$ cat config.mk
export PLATFORM = sky130hd
export DESIGN_NAME = system_board
export DESIGN_NICKNAME = d
export VERILOG_FILES = /design/src/board_pkg.sv /design/src/bus_if.sv /design/src/bus_cycle_ctrl.sv /design/src/hold_arbiter.sv /design/src/io_space.sv /design/src/mem_space.sv /design/src/system_board.sv
export SDC_FILE = /design/constraint.sdc
export NUM_CORES = 1
export LEC_CHECK = 0
export ABC_AREA = 1
export BUFFER_PORTS_ARGS = -buffer_cell sky130_fd_sc_hd__buf_4
export CAP_MARGIN = 25
export CELL_PAD_IN_SITES_DETAIL_PLACEMENT = 1
export CELL_PAD_IN_SITES_GLOBAL_PLACEMENT = 1
export CORE_UTILIZATION = 29
export CTS_CLUSTER_DIAMETER = 200
export DETAILED_ROUTE_END_ITERATION = 6
export MAX_ROUTING_LAYER = met4
export PLACE_DENSITY = 0.6
export SYNTH_ARGS = -nofsm -noshare
export SYNTH_HDL_FRONTEND = slang
export SYNTH_HIERARCHICAL = 1
export SYNTH_SLANG_ARGS = --single-unit
$ cat constraint.sdc
create_clock -name clk -period 4.8 [get_ports clk]
set_clock_uncertainty 0.05 [all_clocks]
set_input_delay 0.96 -clock clk [delete_from_list [all_inputs] [get_ports clk]]
set_output_delay 0.96 -clock clk [all_outputs]
set_load 0.05 [all_outputs]
$ cat src/board_pkg.sv
// memory map, i/o map and enums shared by the system board RTL and its testbench
`default_nettype none

package board_pkg;

   localparam int ADDR_W = 20;   // 1 MB address space
   localparam int DATA_W = 8;

   localparam int IO_DEV_COUNT = 6;
   localparam int ROM_CS_COUNT = 8;   // 8 KB per ROM socket
   localparam int RAM_BANKS = 4;   // 64 KB per bank

   // cycles from req sampled to ack
   localparam int MEM_WAIT = 2;
   localparam int IO_WAIT = 3;   // one extra wait state on i/o

   localparam logic [3:0] ROM_SEGMENT = 4'hF;   // a19..a16 for ROM
   localparam logic [1:0] RAM_TOP_BITS = 2'b00;   // a19..a18, lower 256 KB
   localparam int NMI_MASK_BIT = 7;

   typedef enum logic [1:0] {
      CMD_IOR,
      CMD_IOW,
      CMD_MEMR,
      CMD_MEMW
   } bus_cmd_e;

   // device index is a7..a5, same order as the LS138 outputs on the board
   typedef enum logic [2:0] {
      DEV_DMA  = 3'd0,
      DEV_PIC  = 3'd1,
      DEV_PIT  = 3'd2,
      DEV_PPI  = 3'd3,
      DEV_NMI  = 3'd5,   // port A0h
      DEV_PAGE = 3'd4    // port 80h
   } io_dev_e;

   typedef enum logic [1:0] {HOLD_IDLE, HOLD_GRANT, HOLD_AEN} hold_state_e;

   typedef enum logic [1:0] {CYC_IDLE, CYC_RUN, CYC_DONE} cycle_state_e;

endpackage

`default_nettype wire

$ cat src/bus_if.sv
// accepted bus cycle, driven by the sequencer and watched by the i/o and memory decoders
`timescale 1ns/1ps
`default_nettype none

interface bus_if;

   logic valid;   // cycle in progress
   logic start;   // first cycle of valid only
   board_pkg::bus_cmd_e cmd;
   logic [board_pkg::ADDR_W-1:0] addr;
   logic [board_pkg::DATA_W-1:0] wdata;

   modport ctrl (
      output valid, start, cmd, addr, wdata
   );

   modport decode (
      input valid, start, cmd, addr, wdata
   );

endinterface

`default_nettype wire

$ cat src/bus_cycle_ctrl.sv
// bus cycle sequencer, accepts a req/ack request and holds the cycle on bus_if with wait states
`timescale 1ns/1ps
`default_nettype none

module bus_cycle_ctrl (
   input  wire                          clk,
   input  wire                          reset_n,
   input  wire                          req_i,
   input  wire board_pkg::bus_cmd_e     cmd_i,
   input  wire [board_pkg::ADDR_W-1:0]  addr_i,
   input  wire [board_pkg::DATA_W-1:0]  wdata_i,
   input  wire                          hold_busy_i,
   output logic                         ack_o,
   output logic                         cycle_idle_o,
   bus_if.ctrl                          bus
);

   board_pkg::cycle_state_e state_q;
   logic [1:0] wait_cnt;
   logic       io_cmd;
   logic       accept;

   assign io_cmd = (cmd_i == board_pkg::CMD_IOR) || (cmd_i == board_pkg::CMD_IOW);
   assign accept = (state_q == board_pkg::CYC_IDLE) && req_i && !hold_busy_i;
   assign cycle_idle_o = (state_q == board_pkg::CYC_IDLE) && !req_i;   // cpu wins a tie with hrq

   // payload latched once per cycle
   always_ff @(posedge clk) begin
      if (accept) begin
         bus.cmd <= cmd_i;
         bus.addr <= addr_i;
         bus.wdata <= wdata_i;
      end
   end

   always_ff @(posedge clk) begin
      if (!reset_n) begin
         state_q <= board_pkg::CYC_IDLE;
         wait_cnt <= '0;
         bus.valid <= 1'b0;
         bus.start <= 1'b0;
         ack_o <= 1'b0;
      end else begin
         bus.start <= accept;
         case (state_q)
            board_pkg::CYC_IDLE: begin
               if (accept) begin
                  bus.valid <= 1'b1;
                  wait_cnt <= io_cmd ? 2'(board_pkg::IO_WAIT - 1) : 2'(board_pkg::MEM_WAIT - 1);
                  state_q <= board_pkg::CYC_RUN;
               end
            end
            board_pkg::CYC_RUN: begin
               if (wait_cnt == 2'd1) begin
                  ack_o <= 1'b1;
                  state_q <= board_pkg::CYC_DONE;
               end else begin
                  wait_cnt <= wait_cnt - 2'd1;
               end
            end
            board_pkg::CYC_DONE: begin
               if (!req_i) begin   // master let go, end the cycle
                  ack_o <= 1'b0;
                  bus.valid <= 1'b0;
                  state_q <= board_pkg::CYC_IDLE;
               end
            end
            default: state_q <= board_pkg::CYC_IDLE;
         endcase
      end
   end

endmodule

`default_nettype wire

$ cat src/hold_arbiter.sv
// DMA hold arbiter, turns hrq into hold acknowledge and then address enable between cpu cycles
`timescale 1ns/1ps
`default_nettype none

module hold_arbiter (
   input  wire  clk,
   input  wire  reset_n,
   input  wire  hrq_i,
   input  wire  cycle_idle_i,
   output logic holda_o,
   output logic aen_o,
   output logic hold_busy_o
);

   board_pkg::hold_state_e state_q;
   board_pkg::hold_state_e state_d;

   always_comb begin
      state_d = state_q;
      case (state_q)
         board_pkg::HOLD_IDLE: begin
            // grant only when no cpu cycle is running or starting
            if (hrq_i && cycle_idle_i) begin
               state_d = board_pkg::HOLD_GRANT;
            end
         end
         board_pkg::HOLD_GRANT: begin
            state_d = board_pkg::HOLD_AEN;   // aen follows holda, like the LS175 stage
         end
         board_pkg::HOLD_AEN: begin
            if (!hrq_i) begin
               state_d = board_pkg::HOLD_IDLE;
            end
         end
         default: state_d = board_pkg::HOLD_IDLE;
      endcase
   end

   always_ff @(posedge clk) begin
      if (!reset_n) begin
         state_q <= board_pkg::HOLD_IDLE;
      end else begin
         state_q <= state_d;
      end
   end

   assign holda_o = (state_q == board_pkg::HOLD_GRANT) || (state_q == board_pkg::HOLD_AEN);
   assign aen_o = (state_q == board_pkg::HOLD_AEN);
   assign hold_busy_o = (state_q == board_pkg::HOLD_GRANT);   // blocks new cycles

endmodule

`default_nettype wire

$ cat src/io_space.sv
// i/o address decoder for the peripheral chip selects, with the NMI mask port and NMI output
`timescale 1ns/1ps
`default_nettype none

module io_space (
   input  wire                                  clk,
   input  wire                                  reset_n,
   input  wire                                  io_ch_ck_i,
   input  wire                                  aen_i,
   output logic [board_pkg::IO_DEV_COUNT-1:0]   io_cs_n_o,
   output logic                                 nmi_o,
   bus_if.decode                                bus
);

   board_pkg::io_dev_e dev;
   logic io_cmd;
   logic io_hit;
   logic write_only;
   logic dev_ok;
   logic [board_pkg::IO_DEV_COUNT-1:0] io_sel;
   logic nmi_mask_q;

   assign dev = board_pkg::io_dev_e'(bus.addr[7:5]);
   assign io_cmd = (bus.cmd == board_pkg::CMD_IOR) || (bus.cmd == board_pkg::CMD_IOW);

   // only the first 256 ports live on the board, and never while DMA owns the bus
   assign io_hit = bus.valid && io_cmd && (bus.addr[9:8] == 2'b00) && !aen_i;

   // nmi mask and page register cannot be read back
   assign write_only = (dev == board_pkg::DEV_NMI) || (dev == board_pkg::DEV_PAGE);
   assign dev_ok = io_hit && (!write_only || (bus.cmd == board_pkg::CMD_IOW));

   always_comb begin
      io_sel = '0;
      for (int i = 0; i < board_pkg::IO_DEV_COUNT; i++) begin
         io_sel[i] = dev_ok && (bus.addr[7:5] == 3'(i));
      end
   end

   assign io_cs_n_o = ~io_sel;

   always_ff @(posedge clk) begin
      if (!reset_n) begin
         nmi_mask_q <= 1'b0;
         nmi_o <= 1'b0;
      end else begin
         if (bus.start && io_sel[board_pkg::DEV_NMI]) begin
            nmi_mask_q <= bus.wdata[board_pkg::NMI_MASK_BIT];   // d7 enables nmi
         end
         nmi_o <= nmi_mask_q && io_ch_ck_i;
      end
   end

endmodule

`default_nettype wire

$ cat src/mem_space.sv
// memory address decoder for the ROM chip selects and the RAM bank RAS/CAS strobes
`timescale 1ns/1ps
`default_nettype none

module mem_space (
   input  wire                                  clk,
   input  wire                                  reset_n,
   output logic [board_pkg::ROM_CS_COUNT-1:0]   rom_cs_n_o,
   output logic [board_pkg::RAM_BANKS-1:0]      ras_n_o,
   output logic [board_pkg::RAM_BANKS-1:0]      cas_n_o,
   bus_if.decode                                bus
);

   logic mem_cmd;
   logic rom_hit;
   logic ram_hit;
   logic started_q;   // past the start cycle of this access
   logic [board_pkg::ROM_CS_COUNT-1:0] rom_sel;
   logic [board_pkg::RAM_BANKS-1:0] ras_sel;

   assign mem_cmd = (bus.cmd == board_pkg::CMD_MEMR) || (bus.cmd == board_pkg::CMD_MEMW);

   // ROM is read only, RAM takes reads and writes
   assign rom_hit = bus.valid && (bus.cmd == board_pkg::CMD_MEMR)
                    && (bus.addr[19:16] == board_pkg::ROM_SEGMENT);
   assign ram_hit = bus.valid && mem_cmd && (bus.addr[19:18] == board_pkg::RAM_TOP_BITS);

   always_comb begin
      rom_sel = '0;
      ras_sel = '0;
      for (int i = 0; i < board_pkg::ROM_CS_COUNT; i++) begin
         rom_sel[i] = rom_hit && (bus.addr[15:13] == 3'(i));   // 8 KB sockets
      end
      for (int b = 0; b < board_pkg::RAM_BANKS; b++) begin
         ras_sel[b] = ram_hit && (bus.addr[17:16] == 2'(b));
      end
   end

   // cas trails ras by one clock instead of the delay line
   always_ff @(posedge clk) begin
      if (!reset_n) begin
         started_q <= 1'b0;
      end else if (!bus.valid) begin
         started_q <= 1'b0;
      end else if (bus.start) begin
         started_q <= 1'b1;
      end
   end

   assign rom_cs_n_o = ~rom_sel;
   assign ras_n_o = ~ras_sel;
   assign cas_n_o = ~(ras_sel & {board_pkg::RAM_BANKS{started_q}});

endmodule

`default_nettype wire

$ cat src/system_board.sv
// system board control top level, connects sequencer, hold arbiter and both decoders to plain ports
`timescale 1ns/1ps
`default_nettype none

module system_board (
   input  wire                                  clk,
   input  wire                                  reset_n,
   input  wire                                  req_i,
   input  wire board_pkg::bus_cmd_e             cmd_i,
   input  wire [board_pkg::ADDR_W-1:0]          addr_i,
   input  wire [board_pkg::DATA_W-1:0]          wdata_i,
   input  wire                                  hrq_i,
   input  wire                                  io_ch_ck_i,
   output wire                                  ack_o,
   output wire                                  holda_o,
   output wire                                  aen_o,
   output wire                                  nmi_o,
   output wire [board_pkg::IO_DEV_COUNT-1:0]    io_cs_n_o,
   output wire [board_pkg::ROM_CS_COUNT-1:0]    rom_cs_n_o,
   output wire [board_pkg::RAM_BANKS-1:0]       ras_n_o,
   output wire [board_pkg::RAM_BANKS-1:0]       cas_n_o
);

   wire hold_busy;    // arbiter in grant, no new cycles
   wire cycle_idle;   // sequencer free for a hold grant

   bus_if bus ();

   bus_cycle_ctrl u_bus_cycle_ctrl (
      .clk          (clk),
      .reset_n      (reset_n),
      .req_i        (req_i),
      .cmd_i        (cmd_i),
      .addr_i       (addr_i),
      .wdata_i      (wdata_i),
      .hold_busy_i  (hold_busy),
      .ack_o        (ack_o),
      .cycle_idle_o (cycle_idle),
      .bus          (bus.ctrl)
   );

   hold_arbiter u_hold_arbiter (
      .clk          (clk),
      .reset_n      (reset_n),
      .hrq_i        (hrq_i),
      .cycle_idle_i (cycle_idle),
      .holda_o      (holda_o),
      .aen_o        (aen_o),
      .hold_busy_o  (hold_busy)
   );

   io_space u_io_space (
      .clk          (clk),
      .reset_n      (reset_n),
      .io_ch_ck_i   (io_ch_ck_i),
      .aen_i        (aen_o),   // board i/o stays quiet under DMA
      .io_cs_n_o    (io_cs_n_o),
      .nmi_o        (nmi_o),
      .bus          (bus.decode)
   );

   mem_space u_mem_space (
      .clk          (clk),
      .reset_n      (reset_n),
      .rom_cs_n_o   (rom_cs_n_o),
      .ras_n_o      (ras_n_o),
      .cas_n_o      (cas_n_o),
      .bus          (bus.decode)
   );

endmodule

`default_nettype wire

# Word-level counts from Yosys, hierarchy flattened
# Index checks and enable logic that the tools add are counted.
[word_totals]
rom_bits = 0
mem_bits_rw = 0
memories = 0
register_bits = 42
output_inout_bits = 26
elab_cells = 125
latch_bits = 0
input_bits = 35
[classes]
n_mul = 0
bitwise = 5
div_mod_pow = 0
muxes = 16
n_eq_ne = 31
magnitude_cmp = 0
shift = 0
reduce_logical = 60
add_sub_neg = 1
[ops]
columns = ["op", "count"]
rows = [
  ["1-bit logical AND", 32],
  ["3-bit equality test (second input constant)", 6],
  ["2-bit 2-to-1 mux", 8],
  ["2-bit logical NOT", 7],
  ["2-bit by 1-bit equality test with 1-bit output (second input constant)", 6],
  ["2-bit equality test (second input constant)", 6],
  ["3-bit by 2-bit equality test with 1-bit output (second input constant)", 4],
  ["2-bit case mux with 3 select lines", 2],
  ["3-bit AND reduction", 4],
  ["4-bit NOT", 2],
  ["8-bit NOT", 1],
  ["3-bit by 1-bit equality test with 1-bit output (second input constant)", 2],
  ["3-bit logical NOT", 2],
  ["1-bit logical OR", 6],
  ["2-bit by 1-bit inequality test with 1-bit output (second input constant)", 3],
  ["2-bit inequality test (second input constant)", 3],
  ["6-bit NOT", 1],
  ["2-bit nonzero test", 3],
  ["4-bit bitwise AND", 1],
  ["4-bit equality test (second input constant)", 1],
  ["1-bit logical NOT", 4],
  ["1-bit case mux with 2 select lines", 2],
  ["2-bit case mux with 2 select lines", 1],
  ["2-bit AND reduction", 2],
  ["other kinds (2)", 4],
]

# Longest topological paths before layout
# Gate-level depths: netlist of run 1.
[depth]
depth_word = 8
ltp_mapped = 9
mapped_depth_nobuf = 9

# Hierarchy
# Netlist of run 1, hierarchy kept.
[by_module_without_submodules]
columns = ["mod", "seq_area_each_um2", "n_inst", "cells_per_inst", "area_each_um2"]
rows = [
  ["bus_cycle_ctrl", 1041.0, 1, 81, 1249.9],
  ["mem_space", 20.0, 1, 47, 246.5],
  ["io_space", 40.0, 1, 38, 241.5],
  ["hold_arbiter", 40.0, 1, 21, 153.9],
]

# Least setup slack after synthesis of run 1
# No wires, ideal clock.
[synth_path]
path_kind = "register -> output"
from = "reg u_hold_arbiter.state_q[0]"
to = "out io_cs_n_o[1] (netlist bit)"
n_path_buf = 0
stages_incl_launch_ff = 7
required_ns = 3.790
setup_slack_ns = 2.129
arrival_time_ns = 1.661
path_cell_list = "dfxtp_1 -> inv_1 -> ha_1 -> inv_1 -> nand3_2 -> nor2_4 -> nand4_1"
[synth_between]
elab_chain_len = 6
[synth_rtl]
columns = ["element", "line", "source"]
rows = [
  ["start: declaration", "hold_arbiter.sv:15", "board_pkg::hold_state_e state_q;"],
  ["start signal: assignment", "hold_arbiter.sv:41", "state_q <= board_pkg::HOLD_IDLE;"],
  ["start signal: assignment", "hold_arbiter.sv:43", "state_q <= state_d;"],
  ["2-bit equality test", "hold_arbiter.sv:48", "assign aen_o = (state_q == board_pkg::HOLD_AEN);"],
  ["named net aen_o", "system_board.sv:16", "output wire aen_o,"],
  ["1-bit logical NOT", "io_space.sv:27", "assign io_hit = bus.valid && io_cmd && (bus.addr[9:8] == 2'b00) && !aen_i;"],
  ["1-bit logical AND", "io_space.sv:27", ""],
  ["1-bit logical AND", "io_space.sv:31", "assign dev_ok = io_hit && (!write_only || (bus.cmd == board_pkg::CMD_IOW));"],
  ["1-bit logical AND", "io_space.sv:36", "io_sel[i] = dev_ok && (bus.addr[7:5] == 3'(i));"],
  ["6-bit NOT", "io_space.sv:40", "assign io_cs_n_o = ~io_sel;"],
  ["end: declaration", "system_board.sv:18", "output wire [board_pkg::IO_DEV_COUNT-1:0] io_cs_n_o,"],
]
# The timed path passes the listed nets, and every way through them passes these cells.

# Final worst setup path of run 1
[layout_path]
from = "reg u_hold_arbiter.state_q[0]"
to = "out io_cs_n_o[0] (netlist bit)"
[layout_between]
elab_chain_len = 6
[layout_rtl]
columns = ["element", "line"]
rows = [
  ["2-bit equality test", "hold_arbiter.sv:48"],
  ["1-bit logical NOT", "io_space.sv:27"],
  ["1-bit logical AND", "io_space.sv:27"],
  ["1-bit logical AND", "io_space.sv:31"],
  ["1-bit logical AND", "io_space.sv:36"],
  ["6-bit NOT", "io_space.sv:40"],
]
# Every way passes these cells.

==> metrics.cfg, run 1 <==
[timing]
fmax_mhz=369
setup_viol=0
tightest_slew_ns=0.569
drv_slew=0
layout_min_cycle_time_ns=2.71
setup_ws_ns=2.09
rsz0062_at_grt=no
slew_headroom=0.620
period_share=0.565
finalHoldViolations=0
tns_ns=0

[pwr]
vdd_drop_max_v=0.000384
power_leakage_nw=0.830
p_per_area_nw_per_um2=413

[detailed_routing]
wirelength_microns=3410
dr.pass1.iters=5
vias=1290
drt-wirelength-per-cell_microns=11.9
antenna_left=0
drc=0
vias_per_cell=4.49
first_iter_violations=43

[finish]
layout.nets=261
final_cell_mix=buf_4, nand2_1, inv_1, nand3_1, nor2_1
syn2layout_area_growth_pct=31.6
n_antenna_cell=0
drive_above_1_share=0.314
final_common_cell=buf_4

[clock_tree]
htreeDepth=1
cts_resized=0
path_clk_slew_ns=0.09
clkLatencyLatePin_ns=0.27
cts_setup_buffers=0
root_buffer=clkbuf_8
hold_buffers=0
clockBufferDepth=2
cts_tree=yes
cts.sinks=27
cts_inserted_buffers=3

[setup_path]
critPathLaunch=u_hold_arbiter/state_q[0]$_SDFFE_PN0P_
rr_startpoint=u_hold_arbiter/state_q[1]$_SDFFE_PN0P_
reg2regPathDepth=5
path_class=reg2out
worstPathArrival_ns=1.70
crit_fanout=3
endpoint_kind=primary output
startpoint_type=register
cp.required_ns=3.79

[global_routing]
grt_pass1_wl_microns=5730
grt_pass1_vias=1314
grt_max_degree=16
gr-total-overflow=0
grt_usage=0.144
antenna_found_initial=0

[die]
core_area_sq_um=4750
die-width_microns=72.5
row_count=25
dieArea_sq_um=5260
die_h_microns=72.5
start_util=0.303
pin_count=61

[worst_hold_path]
hold_start=u_bus_cycle_ctrl/ack_o$_SDFFE_PN0P_
hold_path_class=reg2reg
hold_path_depth=2

[logic_synthesis]
synthCells=172
syn_area_per_cell_sq_um=8.38
syn_area_sq_um=1440
syn_nets=212
ys_warn_count=6

[status]
status=finished, final reports clean

[place]
gp_congestion=0.839
portBuffers=45
place_hpwl_microns=2840
dp_slack_ns=2.37

[flow_run]
maxCapViolCount=0

power breakdown:
group | internal (mW) | total (mW) | switching, mW
Sequential | 0.303 | 0.347 | 0.0434
Clock | 0.0593 | 0.126 | 0.0668
Combinational | 0.0994 | 0.310 | 0.211
final timing paths:
check        slack (ns)                                 endpoint
max                2.09                             io_cs_n_o[0]
min                0.43      u_bus_cycle_ctrl/ack_o$_SDFFE_PN0P_
max reg2reg        3.04  u_bus_cycle_ctrl/bus.addr[19]$_DFFE_PP_
min reg2reg        0.43      u_bus_cycle_ctrl/ack_o$_SDFFE_PN0P_
final cells by class:
class,count,area [sq um]
Multi-Input combinational cell,115,631
Clock buffer,4,45.0
Sequential cell,27,691
Timing Repair Buffer,45,338
Fill cell,588,2860
Tap cell,67,83.8
Inverter,29,109
per-layer routing:
metal | track usage | part of all wire
met4 | 0.0458 | 0.0068
met3 | 0.0167 | 0.038
met5 | - | 0
met1 | 0.161 | 0.43
met2 | 0.266 | 0.53
worst max-delay path, cell delays in order, from the launching register on:
cell     delay, ns
dfxtp_1       0.38
inv_1         0.10
ha_1          0.25
inv_1         0.10
nand3_2       0.12
nor3_2        0.19
nand3_1       0.11
buf_4         0.20
through the flow:
stage	total power [mW]	utilization	hold WS, ns	instances	area, sq um
5_1_grt	0.846	0.399	0.450	287	1900
6_report	0.783	0.399	0.431	287	1900
2_1_floorplan	0.585	-	0.402	172	1440
3_3_place_gp	0.648	0.389	0.404	283	1850
3_5_place_dp	0.668	0.389	0.423	283	1850
4_1_cts	0.798	0.399	0.437	287	1900
flip-flops by register name, indices dropped and copies added (netlist names):
signal / cells
u_io_space/nmi_o: 1
u_bus_cycle_ctrl/bus.wdata: 1
u_bus_cycle_ctrl/wait_cnt: 2
u_bus_cycle_ctrl/bus.start: 1
u_mem_space/started_q: 1
u_bus_cycle_ctrl/ack_o: 1
u_bus_cycle_ctrl/bus.cmd: 2
u_io_space/nmi_mask_q: 1
u_bus_cycle_ctrl/bus.addr: 12
u_hold_arbiter/state_q: 2
u_bus_cycle_ctrl/state_q: 2
u_bus_cycle_ctrl/bus.valid: 1
Power figures use the tool's default switching activity.
==> inputs of run 2 (changes only) <==
Settings changed: PLACE_DENSITY 0.6 to 0.63.
Clock period 4.8 ns to 2.3 ns, I/O delays scaled along.
==> run 2 against run 1 <==
- global-route usage grew 1.5 points
- via count increased by 0.93%
- power rose by 110%
- utilization grew 0.47 points
- count of clock-buffer cells in the layout is the same
- sequential power up 110%
==> metrics.cfg, run 2 (synthesis results as in run 1) <==
[status]
status=finished, final reports clean

[setup_path]
startpoint_type=register
rr_startpoint=u_hold_arbiter/state_q[1]$_SDFFE_PN0P_
crit_fanout=3
r2r-end=u_bus_cycle_ctrl/bus.addr[15]$_DFFE_PP_
slowest_stage=dfxtp_2
endpoint_kind=primary output
reg2regPathDepth=5
critPathLaunch=u_hold_arbiter/state_q[0]$_SDFFE_PN0P_
crit_chain=inv_1, ha_1, inv_2, nand3_4, nor3_4, nand3_1, buf_6
worstSetupEndpoint=io_cs_n_o[2]
cp_slowest_stage_delay_ns=0.35
path_class=reg2out
cp.required_ns=1.79
reg2reg_slack_ns=0.46
worstPathArrival_ns=1.69

[clock_tree]
clkLatencyLatePin_ns=0.28
cts_setup_buffers=0
root_buffer=clkbuf_8
path_clk_slew_ns=0.10
htreeDepth=1
cts.sinks=27
cts_tree=yes
cts_inserted_buffers=3
clockBufferDepth=2
hold_buffers=0

[finish]
largest_reg_flops=12
layout.nets=261
fillCellCount=589
syn2layout_area_growth_pct=33.2
final_area_sq_um=1920
regMostFlops=u_bus_cycle_ctrl/bus.addr
final_cell_mix=buf_4, nand2_1, inv_1, nand3_1, nor2_1
drive_above_1_share=0.323
final_common_cell=buf_4
n_antenna_cell=0
final_util=0.404
instances_no_fill=287

[global_routing]
grt_pass1_vias=1373
gr-total-overflow=0
grt_usage=0.159
grt_pass1_wl_microns=6220
antenna_found_initial=0
grt_max_degree=16

[timing]
layout_min_cycle_time_ns=2.20
tightest_slew_ns=0.612
finalHoldViolations=0
fin_hold_ws_ns=0.298
drv_slew=0
slew_headroom=0.592
setup_viol=0
fmax_mhz=455
period_share=0.955
setup_ws_ns=0.103

[detailed_routing]
antenna_left=0
dr.pass1.iters=4
wirelength_microns=3670
drt-wirelength-per-cell_microns=12.8
vias_per_cell=4.54
first_iter_violations=27
vias=1302
drc=0

[worst_hold_path]
hold_path_class=in2reg

[die]
die-width_microns=72.5
die_h_microns=72.5
row_count=25
core_area_sq_um=4750
start_util=0.303
pin_count=61
dieArea_sq_um=5260

[flow_run]
maxCapViolCount=0

[pwr]
vdd_drop_max_v=0.000337
power_leakage_nw=0.835
p_per_area_nw_per_um2=874

[place]
dp_slack_ns=0.350
place_area_sq_um=1850
post-place-cells=283
place_hpwl_microns=3020
portBuffers=45
gp_congestion=0.804

==> run 2: cell type report <==
type | count | area, sq um | area share
timing repair buffer | 45 | 345 | 0.180
sequential | 27 | 692 | 0.360
multi-input combinational | 115 | 644 | 0.336
tap | 67 | 83.8 | 0.0437
clock buffer | 4 | 45.0 | 0.0235
inverter | 29 | 109 | 0.0567
==> run 2: worst max-delay path: cells and delay by family, from the launching register on <==
family / cells / cell delay (ns)
fa+ha+maj: 1 / 0.24
buf+inv: 3 / 0.35
flops: 1 / 0.35
simple gates: 3 / 0.47
==> run 2: what timing repair did <==
| action | 4_1_cts | 5_1_grt |
|---|---|---|
| gates resized for setup | 0 | 6 |
| setup endpoints to repair | 0 | 3 |
| endpoints found under the hold margin | 0 | 0 |
==> run 2: power by group <==
| part | internal, mW | switching [mW] |
|---|---|---|
| Clock | 0.124 | 0.154 |
| Combinational | 0.213 | 0.458 |
| Sequential | 0.635 | 0.0928 |
| Total | 0.973 | 0.705 |
==> run 2: how the worst min path moves through the flow <==
stage                                         from                                endpoint  slack, ns  cells after the start
2_1_floorplan   u_io_space/nmi_mask_q$_SDFFE_PN0P_             u_io_space/nmi_o$_SDFF_PN0_       0.40                      1
3_3_place_gp   u_bus_cycle_ctrl/ack_o$_SDFFE_PN0P_     u_bus_cycle_ctrl/ack_o$_SDFFE_PN0P_       0.41                      2
3_5_place_dp   u_bus_cycle_ctrl/ack_o$_SDFFE_PN0P_     u_bus_cycle_ctrl/ack_o$_SDFFE_PN0P_       0.43                      2
4_1_cts                                  addr_i[7]  u_bus_cycle_ctrl/bus.addr[7]$_DFFE_PP_       0.30                      1
5_1_grt                                  addr_i[5]  u_bus_cycle_ctrl/bus.addr[5]$_DFFE_PP_       0.29                      1
6_report                                 addr_i[7]  u_bus_cycle_ctrl/bus.addr[7]$_DFFE_PP_       0.30                      1
==> run 2: through the flow <==
stage | total power, mW | TNS (ns)
3_5_place_dp | 1.41 | 0
3_3_place_gp | 1.35 | 0
2_1_floorplan | 1.22 | 0
6_report | 1.68 | 0
5_1_grt | 1.80 | -0.00410
4_1_cts | 1.68 | 0
==> run 2: per-layer routing <==
metal	wire, microns	track usage	vias to the layer above
li1	-	-	654
met1	1430	0.167	610
met2	2040	0.295	30
met3	126	0.0222	8
met4	80	0.0675	0
met5	0	-	-
